$ cat src/mbus_power_pkg.sv
package mbus_power_pkg;

	// ******************************************************************
	// Power control encoding
	// ******************************************************************

	typedef logic [0:0] pwr_ctl_t;

	localparam pwr_ctl_t IO_HOLD    = 1'b0;	// Sleep value.
	localparam pwr_ctl_t IO_RELEASE = 1'b1;	// Awake value.

	// ******************************************************************
	// Sleep controller states
	// ******************************************************************

	typedef enum logic [2:0]
	{
		POS_POWER_UP,	// Switch on, let clock go.
		POS_RELEASE,	// Drop isolation.
		POS_AWAKE,
		POS_ISOLATE,	// Isolation held, power still on.
		POS_ASLEEP
	} sleep_pos_state_t;

	typedef enum logic [1:0]
	{
		NEG_IDLE,
		NEG_RST_RELEASE,
		NEG_AWAKE
	} sleep_neg_state_t;

endpackage

$ cat src/mbus_reg_pkg.sv
package mbus_reg_pkg;

	// ******************************************************************
	// Layer register widths and map
	// ******************************************************************

	localparam int REG_ADDR_W = 4;
	localparam int REG_DATA_W = 8;

	typedef logic [REG_ADDR_W-1:0] reg_addr_t;
	typedef logic [REG_DATA_W-1:0] reg_data_t;

	localparam int REG_COUNT = 16;	// Whole address space.

	// Sleep request register.
	localparam reg_addr_t REG_SLEEP = 4'd0;
	localparam int REG_SLEEP_BIT = 0;

endpackage

$ cat src/mbus_power_if.sv
`timescale 1ns/1ps

interface mbus_power_if;

	import mbus_power_pkg::*;

	pwr_ctl_t power_on;
	pwr_ctl_t release_clk;
	pwr_ctl_t release_rst;
	pwr_ctl_t release_iso;

	modport ctrl
	(
		output power_on,
		output release_clk,
		output release_rst,
		output release_iso
	);

	modport gate
	(
		input power_on,
		input release_clk,
		input release_rst,
		input release_iso
	);

endinterface

$ cat src/mbus_regular_sleep_ctrl.sv
`timescale 1ns/1ps

module mbus_regular_sleep_ctrl
(
	input  logic       CLKIN,
	input  logic       RESETn,
	input  logic       sleep_req,
	input  logic       wake_req,
	mbus_power_if.ctrl pwr
);

	import mbus_power_pkg::*;

	sleep_pos_state_t fsm_pos;
	sleep_neg_state_t fsm_neg;

	pwr_ctl_t power_on_pos;
	pwr_ctl_t power_on_neg;
	pwr_ctl_t release_clk_pos;
	pwr_ctl_t release_clk_neg;
	pwr_ctl_t release_rst_pos;
	pwr_ctl_t release_rst_neg;
	pwr_ctl_t release_iso_pos;

	// Either copy holding wins.
	function automatic pwr_ctl_t merge_ctl(input pwr_ctl_t a, input pwr_ctl_t b);
		if ((a == IO_HOLD) || (b == IO_HOLD))
			return IO_HOLD;
		return IO_RELEASE;
	endfunction

	assign pwr.power_on    = merge_ctl(power_on_pos, power_on_neg);
	assign pwr.release_clk = merge_ctl(release_clk_pos, release_clk_neg);
	assign pwr.release_rst = merge_ctl(release_rst_pos, release_rst_neg);
	assign pwr.release_iso = release_iso_pos;	// Only the rising machine isolates.

	// ******************************************************************
	// Rising edge machine
	// ******************************************************************

	always_ff @(posedge CLKIN or negedge RESETn)
	begin
		if (!RESETn)
		begin
			fsm_pos <= POS_POWER_UP;
			power_on_pos <= IO_HOLD;
			release_clk_pos <= IO_RELEASE;
			release_rst_pos <= IO_RELEASE;
			release_iso_pos <= IO_HOLD;
		end
		else
		begin
			case (fsm_pos)
				POS_POWER_UP:
				begin
					power_on_pos <= IO_RELEASE;
					release_clk_pos <= IO_RELEASE;
					fsm_pos <= POS_RELEASE;
				end

				POS_RELEASE:
				begin
					release_iso_pos <= IO_RELEASE;
					release_rst_pos <= IO_RELEASE;
					fsm_pos <= POS_AWAKE;
				end

				POS_AWAKE:
				begin
					if (sleep_req)
					begin
						release_iso_pos <= IO_HOLD;	// Isolate first.
						fsm_pos <= POS_ISOLATE;
					end
				end

				POS_ISOLATE:
				begin
					power_on_pos <= IO_HOLD;
					release_clk_pos <= IO_HOLD;
					release_rst_pos <= IO_HOLD;
					fsm_pos <= POS_ASLEEP;
				end

				POS_ASLEEP:
				begin
					if (wake_req)
						fsm_pos <= POS_POWER_UP;
				end

				default:
					fsm_pos <= POS_POWER_UP;
			endcase
		end
	end

	// ******************************************************************
	// Falling edge machine
	// ******************************************************************

	always_ff @(negedge CLKIN or negedge RESETn)
	begin
		if (!RESETn)
		begin
			fsm_neg <= NEG_IDLE;
			power_on_neg <= IO_RELEASE;
			release_clk_neg <= IO_HOLD;
			release_rst_neg <= IO_HOLD;
		end
		else
		begin
			case (fsm_neg)
				NEG_IDLE:
				begin
					if (fsm_pos == POS_RELEASE)
					begin
						release_clk_neg <= IO_RELEASE;	// Half cycle after power.
						fsm_neg <= NEG_RST_RELEASE;
					end
					else
					begin
						power_on_neg <= IO_RELEASE;
						release_clk_neg <= IO_HOLD;
						release_rst_neg <= IO_HOLD;
					end
				end

				NEG_RST_RELEASE:
				begin
					release_rst_neg <= IO_RELEASE;
					fsm_neg <= NEG_AWAKE;
				end

				NEG_AWAKE:
				begin
					// Rising copies already hold; keep them held here too.
					if (fsm_pos == POS_ASLEEP)
					begin
						power_on_neg <= IO_HOLD;
						release_clk_neg <= IO_HOLD;
						release_rst_neg <= IO_HOLD;
						fsm_neg <= NEG_IDLE;
					end
				end

				default:
					fsm_neg <= NEG_IDLE;
			endcase
		end
	end

endmodule

$ cat src/mbus_wakeup_detect.sv
`timescale 1ns/1ps

module mbus_wakeup_detect
(
	input  logic       CLKIN,
	input  logic       RESETn,
	input  logic       bus_din,
	mbus_power_if.gate pwr,
	output logic       wake_req
);

	import mbus_power_pkg::*;

	logic [1:0] din_sync;
	logic din_prev;
	logic din_fall;
	logic asleep;

	// Bus idles high.
	always_ff @(posedge CLKIN or negedge RESETn)
	begin
		if (!RESETn)
		begin
			din_sync <= 2'b11;
			din_prev <= 1'b1;
		end
		else
		begin
			din_sync <= {din_sync[0], bus_din};
			din_prev <= din_sync[1];
		end
	end

	assign din_fall = din_prev & ~din_sync[1];
	assign asleep = (pwr.power_on == IO_HOLD);

	always_ff @(posedge CLKIN or negedge RESETn)
	begin
		if (!RESETn)
			wake_req <= 1'b0;
		else
			wake_req <= din_fall & asleep;	// One cycle wide.
	end

endmodule

$ cat src/mbus_iso_gate.sv
`timescale 1ns/1ps

module mbus_iso_gate
(
	mbus_power_if.gate       pwr,
	input  mbus_reg_pkg::reg_data_t layer_rd_data,
	input  logic             layer_irq,
	output mbus_reg_pkg::reg_data_t bus_rd_data,
	output logic             bus_irq
);

	import mbus_power_pkg::*;

	logic isolated;

	assign isolated = (pwr.release_iso == IO_HOLD);

	// ******************************************************************
	// Output clamps
	// ******************************************************************

	always_comb
	begin
		if (isolated)
		begin
			bus_rd_data = '0;	// Powered down layer reads zero.
			bus_irq = 1'b0;
		end
		else
		begin
			bus_rd_data = layer_rd_data;
			bus_irq = layer_irq;
		end
	end

endmodule

$ cat src/mbus_layer_regs.sv
`timescale 1ns/1ps

module mbus_layer_regs
#(
	parameter int QUEUE_DEPTH = 4
)
(
	input  logic                    CLKIN,
	mbus_power_if.gate              pwr,
	input  logic                    wr_valid,
	input  mbus_reg_pkg::reg_addr_t wr_addr,
	input  mbus_reg_pkg::reg_data_t wr_data,
	output logic                    wr_credit,
	input  mbus_reg_pkg::reg_addr_t rd_addr,
	output mbus_reg_pkg::reg_data_t rd_data,
	output logic                    irq,
	output logic                    sleep_req
);

	import mbus_power_pkg::*;
	import mbus_reg_pkg::*;

	localparam int PTR_W = (QUEUE_DEPTH > 1) ? $clog2(QUEUE_DEPTH) : 1;
	localparam int CNT_W = $clog2(QUEUE_DEPTH + 1);

	logic rst_n;
	logic clk_run;
	logic push;
	logic pop;

	reg_addr_t q_addr [QUEUE_DEPTH];
	reg_data_t q_data [QUEUE_DEPTH];
	logic [PTR_W-1:0] wr_ptr;
	logic [PTR_W-1:0] rd_ptr;
	logic [CNT_W-1:0] q_count;
	logic [CNT_W-1:0] credit_due;
	logic [CNT_W:0] credit_sum;

	reg_data_t regs [REG_COUNT];

	function automatic logic [PTR_W-1:0] next_ptr(input logic [PTR_W-1:0] ptr);
		if (ptr == PTR_W'(QUEUE_DEPTH - 1))
			return '0;
		return ptr + 1'b1;
	endfunction

	assign rst_n = (pwr.release_rst == IO_RELEASE);
	assign clk_run = (pwr.release_clk == IO_RELEASE);

	assign push = wr_valid & clk_run;	// Sender only writes with a credit.
	assign pop = (q_count != '0) & clk_run;

	assign credit_sum = {1'b0, credit_due} + {{CNT_W{1'b0}}, pop};

	// ******************************************************************
	// Write queue and credit return
	// ******************************************************************

	always_ff @(posedge CLKIN)
	begin
		if (push)
		begin
			q_addr[wr_ptr] <= wr_addr;
			q_data[wr_ptr] <= wr_data;
		end
	end

	always_ff @(posedge CLKIN or negedge rst_n)
	begin
		if (!rst_n)
		begin
			wr_ptr <= '0;
			rd_ptr <= '0;
			q_count <= '0;
			credit_due <= CNT_W'(QUEUE_DEPTH);	// Initial credit burst.
			wr_credit <= 1'b0;
		end
		else if (clk_run)
		begin
			if (push)
				wr_ptr <= next_ptr(wr_ptr);
			if (pop)
				rd_ptr <= next_ptr(rd_ptr);
			case ({push, pop})
				2'b10: q_count <= q_count + 1'b1;
				2'b01: q_count <= q_count - 1'b1;
				default: q_count <= q_count;
			endcase
			if (credit_sum != '0)
			begin
				wr_credit <= 1'b1;
				credit_due <= CNT_W'(credit_sum - 1'b1);
			end
			else
			begin
				wr_credit <= 1'b0;
				credit_due <= '0;
			end
		end
	end

	// ******************************************************************
	// Register array
	// ******************************************************************

	always_ff @(posedge CLKIN or negedge rst_n)
	begin
		if (!rst_n)
		begin
			for (int i = 0; i < REG_COUNT; i++)
				regs[i] <= '0;
			irq <= 1'b0;
			sleep_req <= 1'b0;
		end
		else if (clk_run)
		begin
			if (pop)
			begin
				regs[q_addr[rd_ptr]] <= q_data[rd_ptr];
				if (q_addr[rd_ptr] != REG_SLEEP)
					irq <= (q_data[rd_ptr] != '0);
			end
			sleep_req <= regs[REG_SLEEP][REG_SLEEP_BIT];	// One cycle after retire.
		end
	end

	assign rd_data = regs[rd_addr];

endmodule

$ cat src/mbus_power_top.sv
`timescale 1ns/1ps

module mbus_power_top
#(
	parameter int QUEUE_DEPTH = 4
)
(
	input  logic                      CLKIN,
	input  logic                      RESETn,
	input  logic                      bus_din,
	input  logic                      wr_valid,
	input  mbus_reg_pkg::reg_addr_t   wr_addr,
	input  mbus_reg_pkg::reg_data_t   wr_data,
	output logic                      wr_credit,
	input  mbus_reg_pkg::reg_addr_t   rd_addr,
	output mbus_reg_pkg::reg_data_t   rd_data,
	output logic                      irq,
	output mbus_power_pkg::pwr_ctl_t  power_on,
	output mbus_power_pkg::pwr_ctl_t  release_clk,
	output mbus_power_pkg::pwr_ctl_t  release_rst,
	output mbus_power_pkg::pwr_ctl_t  release_iso
);

	import mbus_reg_pkg::*;

	logic wake_req;
	logic sleep_req;
	reg_data_t layer_rd_data;
	logic layer_irq;

	mbus_power_if pwr_if ();

	// ******************************************************************
	// Always-on blocks
	// ******************************************************************

	mbus_regular_sleep_ctrl sleep_ctrl_i (
		.CLKIN     (CLKIN),
		.RESETn    (RESETn),
		.sleep_req (sleep_req),
		.wake_req  (wake_req),
		.pwr       (pwr_if.ctrl)
	);

	mbus_wakeup_detect wakeup_i (
		.CLKIN    (CLKIN),
		.RESETn   (RESETn),
		.bus_din  (bus_din),
		.pwr      (pwr_if.gate),
		.wake_req (wake_req)
	);

	mbus_iso_gate iso_i (
		.pwr           (pwr_if.gate),
		.layer_rd_data (layer_rd_data),
		.layer_irq     (layer_irq),
		.bus_rd_data   (rd_data),
		.bus_irq       (irq)
	);

	// Switched domain.
	mbus_layer_regs #(
		.QUEUE_DEPTH (QUEUE_DEPTH)
	) regs_i (
		.CLKIN     (CLKIN),
		.pwr       (pwr_if.gate),
		.wr_valid  (wr_valid),
		.wr_addr   (wr_addr),
		.wr_data   (wr_data),
		.wr_credit (wr_credit),
		.rd_addr   (rd_addr),
		.rd_data   (layer_rd_data),
		.irq       (layer_irq),
		.sleep_req (sleep_req)
	);

	assign power_on    = pwr_if.power_on;
	assign release_clk = pwr_if.release_clk;
	assign release_rst = pwr_if.release_rst;
	assign release_iso = pwr_if.release_iso;

endmodule

$ cat config.mk
export PLATFORM = sky130hd
export DESIGN_NAME = mbus_power_top
export DESIGN_NICKNAME = d
export VERILOG_FILES = /design/src/mbus_power_pkg.sv /design/src/mbus_reg_pkg.sv /design/src/mbus_power_if.sv /design/src/mbus_regular_sleep_ctrl.sv /design/src/mbus_wakeup_detect.sv /design/src/mbus_iso_gate.sv /design/src/mbus_layer_regs.sv /design/src/mbus_power_top.sv
export SDC_FILE = /design/constraint.sdc
export NUM_CORES = 1
export LEC_CHECK = 0
export ABC_CLOCK_PERIOD_IN_PS = 7200
export BUFFER_PORTS_ARGS = -buffer_cell sky130_fd_sc_hd__buf_2
export CORE_MARGIN = 2
export CORE_UTILIZATION = 35
export CTS_BUF_LIST = sky130_fd_sc_hd__clkbuf_8
export DETAILED_ROUTE_END_ITERATION = 7
export PLACE_DENSITY = 0.46
export SLEW_MARGIN = 20
export SYNTH_ARGS = -nofsm -noshare
export SYNTH_HDL_FRONTEND = slang
export SYNTH_SLANG_ARGS = --single-unit
export TNS_END_PERCENT = 30
$ cat constraint.sdc
create_clock -name CLKIN -period 7.2 [get_ports CLKIN]
set_input_delay 1.08 -clock CLKIN [delete_from_list [all_inputs] [get_ports CLKIN]]
set_output_delay 1.08 -clock CLKIN [all_outputs]
set_load 0.005 [all_outputs]
# Yosys cells after proc, flatten, opt, wreduce, memory -nomap -nowiden
# Memories as Yosys holds them, arrays and structs flattened.
# Cells that the tools add are included.
# W data, S select, Z words.
# classes
n_addsub	6
n_lt_le_gt_ge	3
n_eq_ne	15
n_mux	49
bitwise	14
reduce_logical	26
# ops
cell	count
$bwmux W128	1
$bmux W8 S4	1
$demux W8 S4	1
$mux W8	4
$mux W1	24
$pmux W3 S5	1
$reduce_and A2 Y1	7
$mux W2	6
$ge A5 B5 Y1 const B	2
$not A4 Y5	2
$pmux W1 S2	5
$reduce_bool A2 Y1	5
$mux W3	3
$reduce_and A3 Y1	3
$eq A2 B2 Y1 const B	4
$ne A2 B1 Y1 const B	4
$not A1 Y1	8
$reduce_bool A4 Y1	2
$reduce_bool A8 Y1	1
$eq A3 B2 Y1 const B	2
$pmux W2 S3	1
$pmux W3 S2	1
$reduce_bool A3 Y1	2
$sub A3 B1 Y3 const B	2
other kinds (14)	21
# totals
ff_bits	157
mem_bits_rw	48
inputBits	20
out_inout_bits	14
word_cells	150
memories	2
# mem_list
name	words	width	rd	rd_ports_with_merged_regs	write_ports	line	source
regs_i.q_data	4	8	1	0	1	mbus_layer_regs.sv:32	reg_data_t q_data [QUEUE_DEPTH];
regs_i.q_addr	4	4	1	0	1	mbus_layer_regs.sv:31	reg_addr_t q_addr [QUEUE_DEPTH];

# Depth between registers and ports, before layout
# Gate-level depths: netlist (run 1).
# depth
ltp_word	8
depth_mapped	9
ltp_nobuf	9

# Modules after synthesis
# From an unflattened synthesis (run 1), not the netlist that was laid out.
# hier_totals
hier_cells	568
hier_area_um2	9273.9
# modules_own_cells
module	n_inst	cells_each	area_per_inst_um2	seq_area_each_um2
mbus_layer_regs	1	485	8439.3	4971.0
mbus_regular_sleep_ctrl	1	69	661.9	304.0
mbus_wakeup_detect	1	5	116.4	103.8
mbus_iso_gate	1	9	56.3	0.0

==> results of run 1 <==
cells in the final DEF, fill, tap and decap left out, types with 8 or more instances in the layout:
cell and instances:
mux2_2 105, edfxtp_1 48, clkbuf_8 42, nand2_1 19, and2_1 10, clkinv_2 8
mux4_2 52, inv_1 16, mux2_4 8, ha_1 8, a21oi_1 8, o21ai_0 10
nor2_1 15, buf_2 33, dfrtp_1 146, mux2_1 19
final timing paths:
| check | cells after the start | end | startpoint |
|---|---|---|---|
| min in group asynchronous | 1 | sleep_ctrl_i.power_on_pos | RESETn |
| max in group asynchronous | 2 | regs_i.regs[25] | sleep_ctrl_i.release_rst_neg |
| hold / removal | 0 | wakeup_i.din_sync[1] | wakeup_i.din_sync[0] |
| hold reg to reg | 0 | wakeup_i.din_sync[1] | wakeup_i.din_sync[0] |
| setup reg to reg | 4 | regs_i.regs[6] | sleep_ctrl_i.release_clk_neg |
| setup / recovery | 3 | release_clk | sleep_ctrl_i.release_clk_neg |
where the power goes:
group | leakage (nW) | switching (mW) | total (mW) | internal (mW)
logic | 1.55 | 0.534 | 1.08 | 0.547
clock network | 0.436 | 0.484 | 1.11 | 0.627
registers | 2.51 | 0.244 | 1.76 | 1.52
final cells by class:
cell class,instances,area (um^2)
well taps,330,413
multi-input cells,308,3520
clock inverters,26,179
fillers,2324,15000
inverters,9,33.8
clock buffers,42,578
flip-flops and latches,205,5380
repair buffers,37,195
critical path, cell delays in order, from the launching register on:
cell,delay [ns]
dfrtn_1,0.45
nand2_1,0.18
inv_1,0.37
buf_2,0.19
routing by layer:
| layer | GRT usage, % | part of all wire (%) | vias to the layer above |
|---|---|---|---|
| met5 | 0 | 0 | - |
| li1 | - | - | 2182 |
| met3 | 3.22 | 3.9 | 36 |
| met1 | 21.9 | 47 | 2593 |
| met2 | 25.2 | 48 | 91 |
| met4 | 4.43 | 1.9 | 0 |
through the flow:
stage                     cell area (um^2)  total power, mW
after global placement                9550             2.83
after floorplan                       9080             2.56
after global routing                 10300             4.23
final                                10300             3.96
after CTS                            10300             4.03
after detailed placement              9550             2.89
logic make-up (layout without fill, tap and decap cells):
kind of cell	count (synthesis)	count (layout)	share of synthesized area, %
mux	185	185	29.7
flops	205	205	59.2
fa+ha+maj	9	9	1.32
xor+xnor	4	4	0.386
compound gates	29	29	1.96
simple gates	81	81	5.39
buf+inv	41	114	2.00
flip-flops by register name (all words and copies together) (netlist names), 2 cells and up:
name / flops
regs_i.rd_ptr: 2
regs_i.regs: 128
regs_i.credit_due: 3
sleep_ctrl_i.fsm_neg: 2
sleep_ctrl_i.fsm_pos: 3
regs_i.q_count: 3
wakeup_i.din_sync: 2
regs_i.q_addr: 16
regs_i.wr_ptr: 2
regs_i.q_data: 32
==> impl_metrics.json, run 1 <==
{
  "grt_pass1_vias": 5314,
  "ys_ff_latch": 205,
  "yosys.area.top_type_share_pct": 40.2,
  "drc_errors": 0,
  "drtPass1Iterations": 5,
  "setup-violations-final": 0,
  "routed_wl_um": 20000,
  "cp.arrival_ns": 5.29,
  "cts_tree": "yes",
  "crit_required_ns": 6.12,
  "cp-end-kind": "output pin",
  "fp-row-count": 58,
  "path_class": "reg2out",
  "fp.dieH_um": 165,
  "fin_nets": 630,
  "final_cells": 957,
  "yosysSeqAreaShare_pct": 59.2,
  "fin_tns_setup_ns": 0,
  "clk_path_buf_depth": 3,
  "syn-num-nets": 583,
  "avgViaCountPerCell": 5.12,
  "drive_above_1_share_pct": 44.3,
  "yosys-top-cells-area": "dfrtp_1 (40%), edfxtp_1 (16%), mux2_2 (13%)",
  "antenna_found_initial": 0,
  "dieArea_um2": 27200,
  "synth_area_um2": 9080,
  "wl_per_cell_um": 20.9,
  "grt_max_degree": 71,
  "design.core.area_um2": 25300,
  "timing.hold.ws_ns": 0.360,
  "ys_async_sr_fraction_pct": 76.6,
  "finClkSkew_ns": 0.0449,
  "pin_count": 34,
  "syn_to_final_growth_pct": 13.4,
  "leakage_nw": 4.50,
  "r2r_slack_ns": 1.10,
  "start_kind": "flip-flop",
  "hpwl_um": 12900,
  "ir_drop_mv": 0.168,
  "synth_common_cells": "dfrtp_1 (146), mux2_2 (105), mux4_2 (52), edfxtp_1 (48)",
  "insertion_delay_ns": 0.54,
  "p_per_area_nw_per_um2": 384,
  "post_cts_buffers": 0,
  "clockRootBuffer": "clkbuf_8",
  "grt_overflow": 0,
  "hold_viol_final": 0,
  "ant_nets": 0,
  "max_slew.worst_pin.slew_ns": 0.988,
  "place_ws_ns": 1.02,
  "ys_types": 48,
  "timing.final.ws_setup_ns": 0.830,
  "gr-usage-all-layers_pct": 15.7,
  "h-tree-depth": 2,
  "vias": 4902,
  "yosys.area.top_type": "dfrtp_1",
  "synth.most_common_cell": "dfrtp_1",
  "cts_sinks": 205,
  "grt_pass1_wl_um": 31800,
  "routabilityCongestion": 0.726,
  "hold_buffers": 0,
  "die-width_um": 165,
  "synth_edf_count": 48,
  "synth_area_per_cell_um2": 16.4,
  "cts_resized": 0,
  "hold_path.class": "reg2reg",
  "start_util_pct": 35.9,
  "syn_inst": 554,
  "cts_made_buffers": 39,
  "worst_setup_hold_path_clk_slew_ns": 0.05,
  "drt_iter0_markers": 265,
  "slew_violations": 0,
  "synth_flop_cell": "dfrtp_1",
  "rsz0062_at_grt": "no",
  "status": "completed",
  "relSlewSlack_pct": 34.1,
  "antenna_cells": 0,
  "dp_cells": 890,
  "ys.warnings.count": 0,
  "drv_cap": 0,
  "numPortBuffers": 33,
  "path_max_fanout": 11,
  "utilization_pct": 40.7
}
Power figures use the tool's default switching activity.
==> inputs of run 2 (changes only) <==
--- a/config.mk
+++ b/config.mk
@@ -6,12 +6,13 @@
 export NUM_CORES = 1
 export LEC_CHECK = 0
 export ABC_CLOCK_PERIOD_IN_PS = 7200
-export BUFFER_PORTS_ARGS = -buffer_cell sky130_fd_sc_hd__buf_2
 export CORE_MARGIN = 2
-export CORE_UTILIZATION = 35
+export CORE_UTILIZATION = 60
 export CTS_BUF_LIST = sky130_fd_sc_hd__clkbuf_8
 export DETAILED_ROUTE_END_ITERATION = 7
-export PLACE_DENSITY = 0.46
+export DONT_BUFFER_PORTS = 1
+export PLACE_DENSITY = 0.72
+export REMOVE_ABC_BUFFERS = 1
 export SLEW_MARGIN = 20
 export SYNTH_ARGS = -nofsm -noshare
 export SYNTH_HDL_FRONTEND = slang
==> run 2 against run 1 <==
Combinational power decreased by 5%. Register-to-register slack improved by 0.07 ns. Clock skew down 0.0018 ns. Setup slack gained 0.22 ns. Sequential cell count unchanged. Final area is 4.8% lower. Wire length down 12%. Critical endpoint is now release_rst.
==> impl_metrics.json, run 2 (synthesis gave the netlist of run 1 again) <==
{
  "status": "completed",
  "routed_wl_um": 17500,
  "drv_cap": 0,
  "antenna_found_initial": 0,
  "crit_family": "simple AND/OR/NAND/NOR gates",
  "fin_nets": 590,
  "path_class": "reg2out",
  "path_max_fanout": 45,
  "hold_viol_final": 0,
  "p_per_area_nw_per_um2": 380,
  "cts_tree": "yes",
  "cts_resized": 0,
  "antenna_cells": 0,
  "layout_common_cells": "dfrtp_1 (146), mux2_2 (105), mux4_2 (52)",
  "drive_above_1_share_pct": 39.2,
  "h-tree-depth": 2,
  "design.core.area_um2": 14600,
  "grt_max_degree": 61,
  "grt_pass1_wl_um": 28700,
  "timing.final.ws_setup_ns": 1.05,
  "crit_required_ns": 6.12,
  "placed_cell_area_um2": 9180,
  "r2r_slack_ns": 1.17,
  "cp-end-kind": "output pin",
  "regMostFlops": "regs_i.regs",
  "critPathMaxStageDelay_ns": 0.56,
  "fp.dieH_um": 127,
  "ant_nets": 0,
  "ir_drop_mv": 0.299,
  "avgViaCountPerCell": 6.17,
  "hold_buffers": 0,
  "insertion_delay_ns": 0.52,
  "crit_chain": "and2_4",
  "wl_per_cell_um": 22.8,
  "crit_slowest_cell": "and2_4",
  "finClkSkew_ns": 0.0431,
  "cp.arrival_ns": 5.07,
  "hold_path.class": "in2async",
  "worst_setup_hold_path_clk_slew_ns": 0.06,
  "drtPass1Iterations": 4,
  "numPortBuffers": 0,
  "final_common_cell": "dfrtp_1",
  "drt_iter0_markers": 345,
  "vias": 4741,
  "cts_made_buffers": 34,
  "report.power.total_mw": 3.72,
  "rsz0062_at_grt": "no",
  "cp_num_buf_inv": 0,
  "setup-violations-final": 0,
  "slew_violations": 0,
  "clockRootBuffer": "clkbuf_8",
  "leakage_nw": 4.28,
  "largest_reg_flops": 128,
  "die-width_um": 127,
  "dieArea_um2": 16100,
  "grt_pass1_vias": 5174,
  "place_ws_ns": 1.14,
  "routabilityCongestion": 0.785,
  "cts_sinks": 205,
  "syn_to_final_growth_pct": 7.94,
  "start_util_pct": 62.0,
  "grt_overflow": 0,
  "post_cts_buffers": 0,
  "postLayoutCellArea_um2": 9800,
  "start_kind": "flip-flop",
  "top_regs": "regs_i.regs: 128 flops, regs_i.q_data: 32 flops, regs_i.q_addr: 16 flops",
  "fin_tns_setup_ns": 0,
  "max_slew.worst_pin.slew_ns": 1.01,
  "pin_count": 34,
  "drc_errors": 0,
  "hpwl_um": 11200,
  "clk_path_buf_depth": 3,
  "gr-usage-all-layers_pct": 23.4,
  "relSlewSlack_pct": 32.5,
  "fp-row-count": 44
}
-- run 2: changes by cell type in the layout (fill, tap and decap cells not counted), sizes merged --
cell / delta
bufinv: -4
buf: -35
inv: +9
clkbuf: -3
clkinv: -10
-- run 2: through the flow --
stage	std cells	hold WS, ns	utilization [%]
2_1_floorplan	523	0.345	-
3_3_place_gp	709	0.346	62.7
3_5_place_dp	709	0.347	62.7
4_1_cts	768	0.247	66.9
5_1_grt	768	0.250	66.9
6_report	768	0.275	66.9
-- run 2: power breakdown --
| group | internal [mW] | switching (mW) |
|---|---|---|
| sequential | 1.52 | 0.245 |
| combinational | 0.525 | 0.502 |
| clock | 0.492 | 0.439 |
| total | 2.54 | 1.19 |
-- run 2: final cells by class --
class                   instances  area (um^2)
clock buffers                  39          537
clock inverters                21         83.8
fillers                      1008         4840
inverters                       9         33.8
multi-input cells             308         3520
flip-flops and latches        205         5380
well taps                     184          230
repair buffers                  2         15.0
-- run 2: per-layer routing --
| layer | share of wire, % | up-vias | routed length (um) | track usage (%) |
|---|---|---|---|---|
| met5 | 0 | - | 0 | 0 |
| met3 | 4.7 | 34 | 825 | 5.23 |
| met4 | 2.8 | 0 | 484 | 9.50 |
| met1 | 44 | 2512 | 7780 | 32.8 |
| li1 | - | 2097 | - | - |
| met2 | 48 | 98 | 8420 | 36.3 |
-- run 2: path summary, 6_finish.rpt --
kind                                               from                 endpoint  depth (start not counted)
max                        sleep_ctrl_i.release_rst_neg              release_rst                          1
min                                              RESETn  sleep_ctrl_i.fsm_pos[2]                          0
max reg2reg                sleep_ctrl_i.release_clk_neg          regs_i.regs[75]                          4
min reg2reg                        wakeup_i.din_sync[0]     wakeup_i.din_sync[1]                          0
max in group asynchronous  sleep_ctrl_i.release_rst_neg          regs_i.regs[96]                          2
min in group CLKIN                 wakeup_i.din_sync[0]     wakeup_i.din_sync[1]                          0
